[config.mk]
export PLATFORM = sky130hd
export DESIGN_NAME = battle_datapath
export DESIGN_NICKNAME = d
export VERILOG_FILES = /design/src/verilog/battle_pkg.sv /design/src/verilog/species_select.sv /design/src/verilog/damage_calc.sv /design/src/verilog/health_keeper.sv /design/src/verilog/region_scanner.sv /design/src/verilog/pixel_painter.sv /design/src/verilog/battle_datapath.sv
export SDC_FILE = /design/constraint.sdc
export NUM_CORES = 1
export LEC_CHECK = 0
export ABC_AREA = 1
export BUFFER_PORTS_ARGS = -buffer_cell sky130_fd_sc_hd__buf_2
export CAP_MARGIN = 10
export CELL_PAD_IN_SITES_DETAIL_PLACEMENT = 1
export CELL_PAD_IN_SITES_GLOBAL_PLACEMENT = 2
export CORE_MARGIN = 5
export CORE_UTILIZATION = 30
export DETAILED_ROUTE_END_ITERATION = 8
export MAX_ROUTING_LAYER = met4
export PLACE_DENSITY = 0.77
export SKIP_CTS_REPAIR_TIMING = 1
export SYNTH_ARGS = -nofsm -noshare
export SYNTH_HDL_FRONTEND = slang
export SYNTH_SLANG_ARGS = --single-unit
[constraint.sdc]
create_clock -name clock -period 1.5 [get_ports clock]
set_input_delay 0 -clock clock [delete_from_list [all_inputs] [get_ports clock]]
set_output_delay 0 -clock clock [all_outputs]
set_load 0.1 [all_outputs]
[src/verilog/battle_pkg.sv]
`default_nettype none

package battle_pkg;

	// screen and datapath widths
	localparam int x_width = 8;
	localparam int y_width = 7;
	localparam int colour_width = 6;
	localparam int health_width = 4;
	localparam int damage_width = 2;

	typedef enum logic [1:0] {
		species_none,
		species_grass,
		species_fire,
		species_water
	} species_t;

	typedef enum logic [1:0] {
		msg_none,
		msg_not_effective,
		msg_hit,
		msg_super_effective
	} msg_t;

	typedef enum logic [2:0] {
		draw_idle,
		draw_sprite_p1,
		draw_sprite_p2,
		draw_message,
		draw_background,
		draw_winner
	} draw_t;

	localparam logic [health_width-1:0] health_full = 4'd9;

	localparam logic [damage_width-1:0] damage_tackle = 2'd2;
	localparam logic [damage_width-1:0] damage_super = 2'd3;
	localparam logic [damage_width-1:0] damage_neutral = 2'd2;
	localparam logic [damage_width-1:0] damage_weak = 2'd1;

	// species that each species beats, indexed by attacker
	localparam species_t type_prey [4] = '{species_none, species_water, species_grass, species_fire};

	// area sizes and screen offsets
	localparam int sprite_w = 64;
	localparam int sprite_h = 42;
	localparam logic [x_width-1:0] sprite_x0_p1 = 8'd0;
	localparam logic [x_width-1:0] sprite_x0_p2 = 8'd96;
	localparam logic [y_width-1:0] sprite_y0 = 7'd46;
	localparam int msg_w = 152;
	localparam int msg_h = 42;
	localparam logic [x_width-1:0] msg_x0 = 8'd4;
	localparam logic [y_width-1:0] msg_y0 = 7'd78;
	localparam int screen_w = 160;
	localparam int screen_h = 120;

	// palette, two bits per channel as rrggbb
	localparam logic [colour_width-1:0] colour_grass = 6'b001100;
	localparam logic [colour_width-1:0] colour_fire = 6'b110000;
	localparam logic [colour_width-1:0] colour_water = 6'b000011;
	localparam logic [colour_width-1:0] colour_background = 6'b010101;
	localparam logic [colour_width-1:0] colour_msg_weak = 6'b101010;
	localparam logic [colour_width-1:0] colour_msg_hit = 6'b111100;
	localparam logic [colour_width-1:0] colour_msg_super = 6'b110011;
	localparam logic [colour_width-1:0] colour_win_p1 = 6'b001111;
	localparam logic [colour_width-1:0] colour_win_p2 = 6'b111000;

	// active low segments gfedcba, showing digits 0 to 3
	localparam logic [6:0] seg_none = 7'b1000000;
	localparam logic [6:0] seg_grass = 7'b1111001;
	localparam logic [6:0] seg_fire = 7'b0100100;
	localparam logic [6:0] seg_water = 7'b0110000;

endpackage

`default_nettype wire

[src/verilog/species_select.sv]
`timescale 1ns/1ps
`default_nettype none

module species_select (
	input logic clock,
	input logic resetn,
	input logic p1_pick,
	input logic p2_pick,
	input battle_pkg::species_t pick_species,
	output battle_pkg::species_t p1_species,
	output battle_pkg::species_t p2_species,
	output logic [6:0] pokemon_p1,
	output logic [6:0] pokemon_p2
);

	// one table for both displays
	function automatic logic [6:0] seg_code(input battle_pkg::species_t species);
		case (species)
			battle_pkg::species_grass: seg_code = battle_pkg::seg_grass;
			battle_pkg::species_fire: seg_code = battle_pkg::seg_fire;
			battle_pkg::species_water: seg_code = battle_pkg::seg_water;
			default: seg_code = battle_pkg::seg_none;
		endcase
	endfunction

	always_ff @(posedge clock)
	begin
		if (!resetn)
		begin
			p1_species <= battle_pkg::species_none;
			p2_species <= battle_pkg::species_none;
		end
		else
		begin
			if (p1_pick)
				p1_species <= pick_species;
			if (p2_pick)
				p2_species <= pick_species;
		end
	end

	// follows the latched choice, so new code shows one cycle after the strobe
	assign pokemon_p1 = seg_code(p1_species);
	assign pokemon_p2 = seg_code(p2_species);

	// players take turns choosing
	pick_one_player: assert property (@(posedge clock) disable iff (!resetn)
		!(p1_pick && p2_pick))
		else $error("p1_pick and p2_pick high in the same cycle");

endmodule

`default_nettype wire

[src/verilog/damage_calc.sv]
`timescale 1ns/1ps
`default_nettype none

module damage_calc (
	input logic clock,
	input logic resetn,
	input battle_pkg::species_t p1_species,
	input battle_pkg::species_t p2_species,
	input logic p1_tackle,
	input logic p1_special,
	input logic p2_tackle,
	input logic p2_special,
	output logic dmg_valid,
	output logic dmg_to_p2,
	output logic [battle_pkg::damage_width-1:0] dmg_amount,
	output battle_pkg::msg_t last_msg
);

	logic hit;
	logic to_p2;
	logic special;
	battle_pkg::species_t attacker;
	battle_pkg::species_t defender;
	battle_pkg::msg_t next_msg;
	logic [battle_pkg::damage_width-1:0] next_dmg;

	function automatic logic beats(input battle_pkg::species_t a, input battle_pkg::species_t d);
		beats = (a != battle_pkg::species_none) && (battle_pkg::type_prey[a] == d);
	endfunction

	always_comb
	begin
		hit = p1_tackle || p1_special || p2_tackle || p2_special;
		// player 1 wins a tie
		to_p2 = p1_tackle || p1_special;
		special = to_p2 ? p1_special : p2_special;
		attacker = to_p2 ? p1_species : p2_species;
		defender = to_p2 ? p2_species : p1_species;

		if (!special)
		begin
			next_msg = battle_pkg::msg_hit;
			next_dmg = battle_pkg::damage_tackle;
		end
		else if (beats(attacker, defender))
		begin
			next_msg = battle_pkg::msg_super_effective;
			next_dmg = battle_pkg::damage_super;
		end
		else if (beats(defender, attacker))
		begin
			next_msg = battle_pkg::msg_not_effective;
			next_dmg = battle_pkg::damage_weak;
		end
		else
		begin
			next_msg = battle_pkg::msg_hit;
			next_dmg = battle_pkg::damage_neutral;
		end
	end

	always_ff @(posedge clock)
	begin
		if (!resetn)
		begin
			dmg_valid <= 1'b0;
			last_msg <= battle_pkg::msg_none;
		end
		else
		begin
			dmg_valid <= hit;
			// message stays up until the next attack
			if (hit)
				last_msg <= next_msg;
		end
	end

	always_ff @(posedge clock)
	begin
		dmg_to_p2 <= to_p2;
		dmg_amount <= next_dmg;
	end

	// a player picks one move per turn
	one_move_per_player: assert property (@(posedge clock) disable iff (!resetn)
		!(p1_tackle && p1_special) && !(p2_tackle && p2_special))
		else $error("tackle and special from the same player in one cycle");

endmodule

`default_nettype wire

[src/verilog/health_keeper.sv]
`timescale 1ns/1ps
`default_nettype none

module health_keeper (
	input logic clock,
	input logic resetn,
	input logic p1_pick,
	input logic dmg_valid,
	input logic dmg_to_p2,
	input logic [battle_pkg::damage_width-1:0] dmg_amount,
	output logic [battle_pkg::health_width-1:0] display_p1_health,
	output logic [battle_pkg::health_width-1:0] display_p2_health,
	output logic p1_wins,
	output logic p2_wins,
	output logic [1:0] winner
);

	logic [battle_pkg::health_width-1:0] p1_health;
	logic [battle_pkg::health_width-1:0] p2_health;

	// clamps at zero instead of wrapping round to 15
	function automatic logic [battle_pkg::health_width-1:0] sat_sub(
		input logic [battle_pkg::health_width-1:0] health,
		input logic [battle_pkg::damage_width-1:0] damage
	);
		logic [battle_pkg::health_width-1:0] wide_damage;
		wide_damage = {{(battle_pkg::health_width - battle_pkg::damage_width){1'b0}}, damage};
		if (wide_damage >= health)
			sat_sub = '0;
		else
			sat_sub = health - wide_damage;
	endfunction

	always_ff @(posedge clock)
	begin
		if (!resetn || p1_pick)
		begin
			// new game starts on player 1's pick
			p1_health <= battle_pkg::health_full;
			p2_health <= battle_pkg::health_full;
		end
		else if (dmg_valid)
		begin
			if (dmg_to_p2)
				p2_health <= sat_sub(p2_health, dmg_amount);
			else
				p1_health <= sat_sub(p1_health, dmg_amount);
		end
	end

	always_ff @(posedge clock)
	begin
		if (!resetn)
		begin
			p1_wins <= 1'b0;
			p2_wins <= 1'b0;
		end
		else
		begin
			p1_wins <= (p2_health == '0);
			p2_wins <= (p2_health != '0) && (p1_health == '0);
		end
	end

	assign display_p1_health = p1_health;
	assign display_p2_health = p2_health;
	// bit 0 for player 1, bit 1 for player 2
	assign winner = {p2_wins, p1_wins};

	health_in_range: assert property (@(posedge clock) disable iff (!resetn)
		(p1_health <= battle_pkg::health_full) && (p2_health <= battle_pkg::health_full))
		else $error("health above health_full: p1 %0d p2 %0d", p1_health, p2_health);

endmodule

`default_nettype wire

[src/verilog/region_scanner.sv]
`timescale 1ns/1ps
`default_nettype none

module region_scanner #(
	parameter int x_max = battle_pkg::screen_w,
	parameter int y_max = battle_pkg::screen_h
) (
	input logic clock,
	input logic resetn,
	input logic enable,
	output logic [battle_pkg::x_width-1:0] x_count,
	output logic [battle_pkg::y_width-1:0] y_count
);

	logic x_last;
	logic y_last;

	assign x_last = (x_count == battle_pkg::x_width'(x_max - 1));
	assign y_last = (y_count == battle_pkg::y_width'(y_max - 1));

	always_ff @(posedge clock)
	begin
		if (!resetn || !enable)
		begin
			// parked at the area origin
			x_count <= '0;
			y_count <= '0;
		end
		else if (x_last)
		begin
			x_count <= '0;
			// end of area wraps back to the first row
			if (y_last)
				y_count <= '0;
			else
				y_count <= y_count + 1'b1;
		end
		else
		begin
			x_count <= x_count + 1'b1;
		end
	end

endmodule

`default_nettype wire

[src/verilog/pixel_painter.sv]
`timescale 1ns/1ps
`default_nettype none

module pixel_painter (
	input logic clock,
	input logic resetn,
	input battle_pkg::draw_t draw_mode,
	input logic [battle_pkg::x_width-1:0] sprite_x,
	input logic [battle_pkg::y_width-1:0] sprite_y,
	input logic [battle_pkg::x_width-1:0] msg_x,
	input logic [battle_pkg::y_width-1:0] msg_y,
	input logic [battle_pkg::x_width-1:0] screen_x,
	input logic [battle_pkg::y_width-1:0] screen_y,
	input battle_pkg::species_t p1_species,
	input battle_pkg::species_t p2_species,
	input battle_pkg::msg_t last_msg,
	input logic [1:0] winner,
	output logic [battle_pkg::x_width-1:0] x_data,
	output logic [battle_pkg::y_width-1:0] y_data,
	output logic [battle_pkg::colour_width-1:0] colour,
	output logic pixel_valid
);

	logic [battle_pkg::x_width-1:0] next_x;
	logic [battle_pkg::y_width-1:0] next_y;
	logic [battle_pkg::colour_width-1:0] next_colour;
	logic next_valid;

	function automatic logic [battle_pkg::colour_width-1:0] species_colour(
		input battle_pkg::species_t species
	);
		case (species)
			battle_pkg::species_grass: species_colour = battle_pkg::colour_grass;
			battle_pkg::species_fire: species_colour = battle_pkg::colour_fire;
			battle_pkg::species_water: species_colour = battle_pkg::colour_water;
			default: species_colour = battle_pkg::colour_background;
		endcase
	endfunction

	function automatic logic [battle_pkg::colour_width-1:0] msg_colour(input battle_pkg::msg_t msg);
		case (msg)
			battle_pkg::msg_not_effective: msg_colour = battle_pkg::colour_msg_weak;
			battle_pkg::msg_hit: msg_colour = battle_pkg::colour_msg_hit;
			battle_pkg::msg_super_effective: msg_colour = battle_pkg::colour_msg_super;
			default: msg_colour = battle_pkg::colour_background;
		endcase
	endfunction

	always_comb
	begin
		next_x = screen_x;
		next_y = screen_y;
		next_colour = battle_pkg::colour_background;
		next_valid = 1'b1;
		case (draw_mode)
			battle_pkg::draw_sprite_p1:
			begin
				next_x = sprite_x + battle_pkg::sprite_x0_p1;
				next_y = sprite_y + battle_pkg::sprite_y0;
				next_colour = species_colour(p1_species);
			end
			battle_pkg::draw_sprite_p2:
			begin
				next_x = sprite_x + battle_pkg::sprite_x0_p2;
				next_y = sprite_y + battle_pkg::sprite_y0;
				next_colour = species_colour(p2_species);
			end
			battle_pkg::draw_message:
			begin
				next_x = msg_x + battle_pkg::msg_x0;
				next_y = msg_y + battle_pkg::msg_y0;
				next_colour = msg_colour(last_msg);
			end
			battle_pkg::draw_background: next_colour = battle_pkg::colour_background;
			battle_pkg::draw_winner:
			begin
				if (winner[0])
					next_colour = battle_pkg::colour_win_p1;
				else if (winner[1])
					next_colour = battle_pkg::colour_win_p2;
			end
			default: next_valid = 1'b0;
		endcase
	end

	always_ff @(posedge clock)
	begin
		if (!resetn)
			pixel_valid <= 1'b0;
		else
			pixel_valid <= next_valid;
	end

	always_ff @(posedge clock)
	begin
		x_data <= next_x;
		y_data <= next_y;
		colour <= next_colour;
	end

	// offsets plus scanner limits must keep every pixel on the framebuffer
	pixel_on_screen: assert property (@(posedge clock) disable iff (!resetn)
		pixel_valid |-> (x_data < battle_pkg::screen_w) && (y_data < battle_pkg::screen_h))
		else $error("pixel off screen at (%0d, %0d)", x_data, y_data);

endmodule

`default_nettype wire

[src/verilog/battle_datapath.sv]
`timescale 1ns/1ps
`default_nettype none

module battle_datapath (
	input logic clock,
	input logic resetn,
	input logic p1_pick,
	input logic p2_pick,
	input battle_pkg::species_t pick_species,
	input logic p1_tackle,
	input logic p1_special,
	input logic p2_tackle,
	input logic p2_special,
	input battle_pkg::draw_t draw_mode,
	output logic [battle_pkg::x_width-1:0] x_data,
	output logic [battle_pkg::y_width-1:0] y_data,
	output logic [battle_pkg::colour_width-1:0] colour,
	output logic pixel_valid,
	output logic [battle_pkg::health_width-1:0] display_p1_health,
	output logic [battle_pkg::health_width-1:0] display_p2_health,
	output logic p1_wins,
	output logic p2_wins,
	output logic [6:0] pokemon_p1,
	output logic [6:0] pokemon_p2
);

	battle_pkg::species_t p1_species;
	battle_pkg::species_t p2_species;
	battle_pkg::msg_t last_msg;
	logic dmg_valid;
	logic dmg_to_p2;
	logic [battle_pkg::damage_width-1:0] dmg_amount;
	logic [1:0] winner;

	logic sprite_en;
	logic msg_en;
	logic screen_en;
	logic [battle_pkg::x_width-1:0] sprite_x;
	logic [battle_pkg::y_width-1:0] sprite_y;
	logic [battle_pkg::x_width-1:0] msg_x;
	logic [battle_pkg::y_width-1:0] msg_y;
	logic [battle_pkg::x_width-1:0] screen_x;
	logic [battle_pkg::y_width-1:0] screen_y;

	// battle chain
	species_select u_species_select (
		.clock(clock), .resetn(resetn), .p1_pick(p1_pick), .p2_pick(p2_pick),
		.pick_species(pick_species), .p1_species(p1_species), .p2_species(p2_species),
		.pokemon_p1(pokemon_p1), .pokemon_p2(pokemon_p2)
	);

	damage_calc u_damage_calc (
		.clock(clock), .resetn(resetn), .p1_species(p1_species), .p2_species(p2_species),
		.p1_tackle(p1_tackle), .p1_special(p1_special), .p2_tackle(p2_tackle),
		.p2_special(p2_special), .dmg_valid(dmg_valid), .dmg_to_p2(dmg_to_p2),
		.dmg_amount(dmg_amount), .last_msg(last_msg)
	);

	health_keeper u_health_keeper (
		.clock(clock), .resetn(resetn), .p1_pick(p1_pick), .dmg_valid(dmg_valid),
		.dmg_to_p2(dmg_to_p2), .dmg_amount(dmg_amount),
		.display_p1_health(display_p1_health), .display_p2_health(display_p2_health),
		.p1_wins(p1_wins), .p2_wins(p2_wins), .winner(winner)
	);

	// raster chain, both sprites share one scanner
	assign sprite_en = (draw_mode == battle_pkg::draw_sprite_p1) ||
		(draw_mode == battle_pkg::draw_sprite_p2);
	assign msg_en = (draw_mode == battle_pkg::draw_message);
	assign screen_en = (draw_mode == battle_pkg::draw_background) ||
		(draw_mode == battle_pkg::draw_winner);

	region_scanner #(.x_max(battle_pkg::sprite_w), .y_max(battle_pkg::sprite_h)) u_sprite_scan (
		.clock(clock), .resetn(resetn), .enable(sprite_en), .x_count(sprite_x), .y_count(sprite_y)
	);

	region_scanner #(.x_max(battle_pkg::msg_w), .y_max(battle_pkg::msg_h)) u_msg_scan (
		.clock(clock), .resetn(resetn), .enable(msg_en), .x_count(msg_x), .y_count(msg_y)
	);

	region_scanner #(.x_max(battle_pkg::screen_w), .y_max(battle_pkg::screen_h)) u_screen_scan (
		.clock(clock), .resetn(resetn), .enable(screen_en), .x_count(screen_x), .y_count(screen_y)
	);

	pixel_painter u_pixel_painter (
		.clock(clock), .resetn(resetn), .draw_mode(draw_mode),
		.sprite_x(sprite_x), .sprite_y(sprite_y), .msg_x(msg_x), .msg_y(msg_y),
		.screen_x(screen_x), .screen_y(screen_y), .p1_species(p1_species),
		.p2_species(p2_species), .last_msg(last_msg), .winner(winner),
		.x_data(x_data), .y_data(y_data), .colour(colour), .pixel_valid(pixel_valid)
	);

endmodule

`default_nettype wire

==> impl_results.rst <==
.. list-table::
   :header-rows: 1

   * - Metric
     - Value
   * - Status
     - finished with violations
   * - Violations in the final reports
     - negative hold slack
   * - Number of DRC violations after detailed-routing iteration 0
     - between 150 and 200
   * - Pwr per Cell Area
     - between 900 and 1000 nW/um2
   * - Total congestion overflow
     - 0
   * - Timing-limited maximum frequency
     - about 700 MHz
   * - Max-capacitance violation count
     - 0
   * - TritonRoute pass-1 iters
     - 4
   * - Multi-input gate area in the final layout
     - approximately 2700 um2
   * - Starting density of the core
     - 30.2%
   * - Number of endpoints failing setup at the final stage
     - 0
   * - Setup repair after global routing missed its margin
     - yes
   * - Number of flops mapped to enable cells by yosys
     - 0
   * - Io pins
     - 59
   * - Vias in the first global route
     - approximately 4600
   * - Number of distinct standard cells referenced by the synthesized netlist
     - 39
   * - Number of buffers added by the clock tree synthesis step
     - 9
   * - Req. time, crit path
     - around 1800 ps
   * - Pre-CTS setup slack
     - -79.4 ps
   * - Storage element area
     - roughly 1800 um2
   * - Final design instance area without fill
     - around 6300 um2
   * - Die width
     - 133 um
   * - Ratio of cells with drive above 1 in the final layout
     - around a third
   * - Sequential element share of the synthesized area
     - 38.4%
   * - Clock Tree Root
     - sky130_fd_sc_hd__clkbuf_16
   * - Library cell occupying the most area in the post-synthesis netlist
     - sky130_fd_sc_hd__dfxtp_1
   * - Area after DPL
     - around 5600 um2
   * - Static leakage power
     - between 0.002 and 0.003 uW
   * - Clock edge transition at the registers on the reported setup and hold paths
     - around 70 ps
   * - Die height
     - between 100 and 150 um
   * - Number of vias per cell after detailed routing
     - between 4 and 5
   * - CTS sink count
     - 87
   * - Number of fill cells
     - ~1800
   * - Critical Path Source Type
     - register
   * - Synth-to-Final Area Change
     - 38.4%
   * - Worst Setup End Kind
     - register
   * - Pin count of the biggest net entering global routing
     - 18
   * - Final core utilization
     - approximately two fifths
   * - Fin worst setup slack
     - about 30 ps
   * - Final Critical Period
     - around 1500 ps
   * - Final GP Congestion
     - about 0.86
   * - Number of endpoints with negative hold slack in the final report
     - 1
   * - Worst slew slack as a fraction of its limit
     - roughly half
   * - Kind of path behind the tightest hold check
     - in -> reg
   * - Final clock period utilization by the worst path
     - between 90% and 100%
   * - Final nets
     - 778
   * - Detailed-route wire length
     - ~14000 um
   * - Number of warning messages in the yosys log
     - 0
   * - Routed Antenna Nets
     - 0
   * - Main synth FF type
     - sky130_fd_sc_hd__dfxtp_1
   * - Insertion delay of the later-clocked pin in the worst-skew pair
     - between 300 and 400 ps
   * - H-Tree Depth
     - 3
   * - Post-synth ARST share
     - 0%
   * - Syn Area/Cell
     - ~7.4 um2
   * - Count of unresolved DRC violations after routing
     - 0
   * - Worst VDD drop
     - just over 0.0005 V
   * - Path type of the worst setup path
     - reg -> reg
   * - Summed instance area of the synthesized netlist
     - approximately 4500 um2
   * - Final-layout worst hold slack
     - -1.40 ps
   * - Port Buffers
     - between 50 and 60
   * - Diodes inserted
     - 0
   * - Crit path DAT
     - about 1700 ps
   * - Core region area
     - 15000 um2
   * - Std cell rows
     - 45
   * - Total power of the final layout
     - 6080 uW
   * - Overall die area
     - around 18000 um2
   * - Portion of synthesized cell area occupied by the leading cell type
     - a little under two fifths
   * - Initial antenna violation count
     - 0
   * - Measured slew at the worst slew-check pin
     - ~740 ps
   * - Count of vias placed by the detailed router
     - between 4000 and 5000
   * - Average wire per cell in the routed design
     - about 15 um
   * - Post-synthesis register bit count
     - 87
   * - Post-DP HPWL
     - approximately 11000 um
   * - Clock buffer depth
     - 2
   * - R2R setup slack
     - ~30 ps
   * - Post-Syn Instances
     - slightly above 600
   * - Worst Path Max Fanout
     - 3
   * - Global-route wire length before repair
     - approximately 22000 um
   * - Total global routing track utilization
     - 16.0%
   * - Max Clock Skew
     - around 4.7 ps
   * - Clock tree from TritonCTS
     - yes
   * - Dominant cells by area after synthesis
     - sky130_fd_sc_hd__dfxtp_1 38%, sky130_fd_sc_hd__nand2_1 9.8%, sky130_fd_sc_hd__ha_1 9.6%
   * - Number of slew-limit violations in the final report
     - 0
-- where the power goes --
group | internal, uW | leakage [uW] | switching [uW]
clock | 1160 | 0.000136 | 1070
combinational | 405 | 0.00182 | 1010
sequential | 2380 | 0.000717 | 52.8
total | 3950 | 0.00267 | 2130
-- path summary, 6_finish.rpt --
kind                                                     start                   endpoint  depth (start not counted)
worst max-delay path            u_species_select.p1_species[0]  u_damage_calc.last_msg[1]                         10
worst min-delay path                              draw_mode[1]   u_screen_scan.x_count[2]                          4
worst min register to register        u_screen_scan.y_count[6]   u_screen_scan.y_count[6]                          2
worst max register to register  u_species_select.p1_species[0]  u_damage_calc.last_msg[1]                         10
-- cells by family (layout without fill, tap and decap cells) --
| family | Yosys count | in the layout | share of synthesized area [%] |
|---|---|---|---|
| AOI/OAI and AO/OA | 109 | 109 | 14.1 |
| buffers and inverters | 105 | 227 | 9.04 |
| other | 1 | 2 | 0.0826 |
| DFF | 87 | 87 | 38.4 |
| adders and majority gates | 37 | 37 | 10.5 |
| xor gates and xnor gates | 15 | 15 | 2.89 |
| and+or+nand+nor | 256 | 256 | 25.0 |
-- routing by layer --
metal | part of all wire, % | GRT usage, %
met5 | 0 | -
met4 | 1.8 | 5.37
met3 | 3.1 | 3.27
met2 | 50 | 26.3
met1 | 45 | 19.8
-- through the flow --
stage | setup TNS (ps) | cells
2_1_floorplan | -376 | 611
3_3_place_gp | -22.6 | 894
3_5_place_dp | -250 | 894
4_1_cts | -600 | 910
5_1_grt | -210 | 921
6_report | 0 | 921
-- state kept, by name (all words and copies together), names as in the netlist, 4 cells and up --
name                               cells
u_health_keeper.display_p1_health      4
u_health_keeper.display_p2_health      4
u_msg_scan.x_count                     8
u_msg_scan.y_count                     7
u_pixel_painter.colour                 6
u_pixel_painter.x_data                 8
u_pixel_painter.y_data                 7
u_screen_scan.x_count                  8
u_screen_scan.y_count                  7
u_sprite_scan.x_count                  8
u_sprite_scan.y_count                  7
-- worst max-delay path: stages, from the launching register on --
cell and delay (ps):
sky130_fd_sc_hd__dfxtp_4 360, sky130_fd_sc_hd__inv_4 40, sky130_fd_sc_hd__nand2_2 80, sky130_fd_sc_hd__nand2_2 70, sky130_fd_sc_hd__ha_4 280, sky130_fd_sc_hd__nand3_2 60
sky130_fd_sc_hd__nand2_1 90, sky130_fd_sc_hd__nand4_1 90, sky130_fd_sc_hd__nand3b_1 180, sky130_fd_sc_hd__nand2_1 70, sky130_fd_sc_hd__inv_1 40
-- cells in the final DEF (no fill, tap or decap), types with 10 or more instances in the layout --
| master | count |
|---|---|
| sky130_fd_sc_hd__nor2_1 | 54 |
| sky130_fd_sc_hd__inv_1 | 71 |
| sky130_fd_sc_hd__dfxtp_2 | 13 |
| sky130_fd_sc_hd__buf_2 | 48 |
| sky130_fd_sc_hd__a21oi_1 | 39 |
| sky130_fd_sc_hd__nand4_1 | 11 |
| sky130_fd_sc_hd__nand2_2 | 18 |
| sky130_fd_sc_hd__inv_2 | 18 |
| sky130_fd_sc_hd__dfxtp_1 | 68 |
| sky130_fd_sc_hd__nand3_2 | 10 |
| sky130_fd_sc_hd__o21ai_0 | 28 |
| sky130_fd_sc_hd__nand3_1 | 22 |
| sky130_fd_sc_hd__ha_1 | 21 |
| sky130_fd_sc_hd__buf_4 | 47 |
| sky130_fd_sc_hd__nand2_1 | 99 |
-- layout make-up --
| class | count | share of cell area (%) |
|---|---|---|
| tap | 188 | 3.74 |
| sequential | 87 | 28.3 |
| timing repair buffer | 114 | 13.5 |
| clock buffer | 9 | 3.58 |
| clock inverter | 7 | 1.02 |
| inverter | 97 | 6.15 |
| multi-input combinational | 419 | 43.7 |
-- Yosys cell counts (2+ instances only) --
library cell                  n
sky130_fd_sc_hd__dfxtp_1     87
sky130_fd_sc_hd__buf_4        4
sky130_fd_sc_hd__o221ai_1     4
sky130_fd_sc_hd__a2bb2oi_1    3
sky130_fd_sc_hd__inv_2       11
sky130_fd_sc_hd__a22oi_1      4
sky130_fd_sc_hd__xnor2_1      6
sky130_fd_sc_hd__nand3b_1     2
sky130_fd_sc_hd__o2111ai_1    6
sky130_fd_sc_hd__ha_1        35
sky130_fd_sc_hd__a211oi_1     4
sky130_fd_sc_hd__nor2_2       2
sky130_fd_sc_hd__nor2_1      59
sky130_fd_sc_hd__or2_2        5
sky130_fd_sc_hd__o21ai_0     31
sky130_fd_sc_hd__clkbuf_1     3
sky130_fd_sc_hd__nand4_1     11
sky130_fd_sc_hd__o211ai_1     6
sky130_fd_sc_hd__inv_1       86
sky130_fd_sc_hd__nand2_1    119
sky130_fd_sc_hd__o21ai_1      5
sky130_fd_sc_hd__nor4_1       2
sky130_fd_sc_hd__xor2_1       9
sky130_fd_sc_hd__nand3_1     32
sky130_fd_sc_hd__nor3b_1      3
sky130_fd_sc_hd__nor3_1      11
sky130_fd_sc_hd__fa_1         2
sky130_fd_sc_hd__o31ai_1      2
sky130_fd_sc_hd__nor2_4       4
sky130_fd_sc_hd__nand2_2      3
sky130_fd_sc_hd__a21oi_1     41
Power figures use the tool's default switching activity.
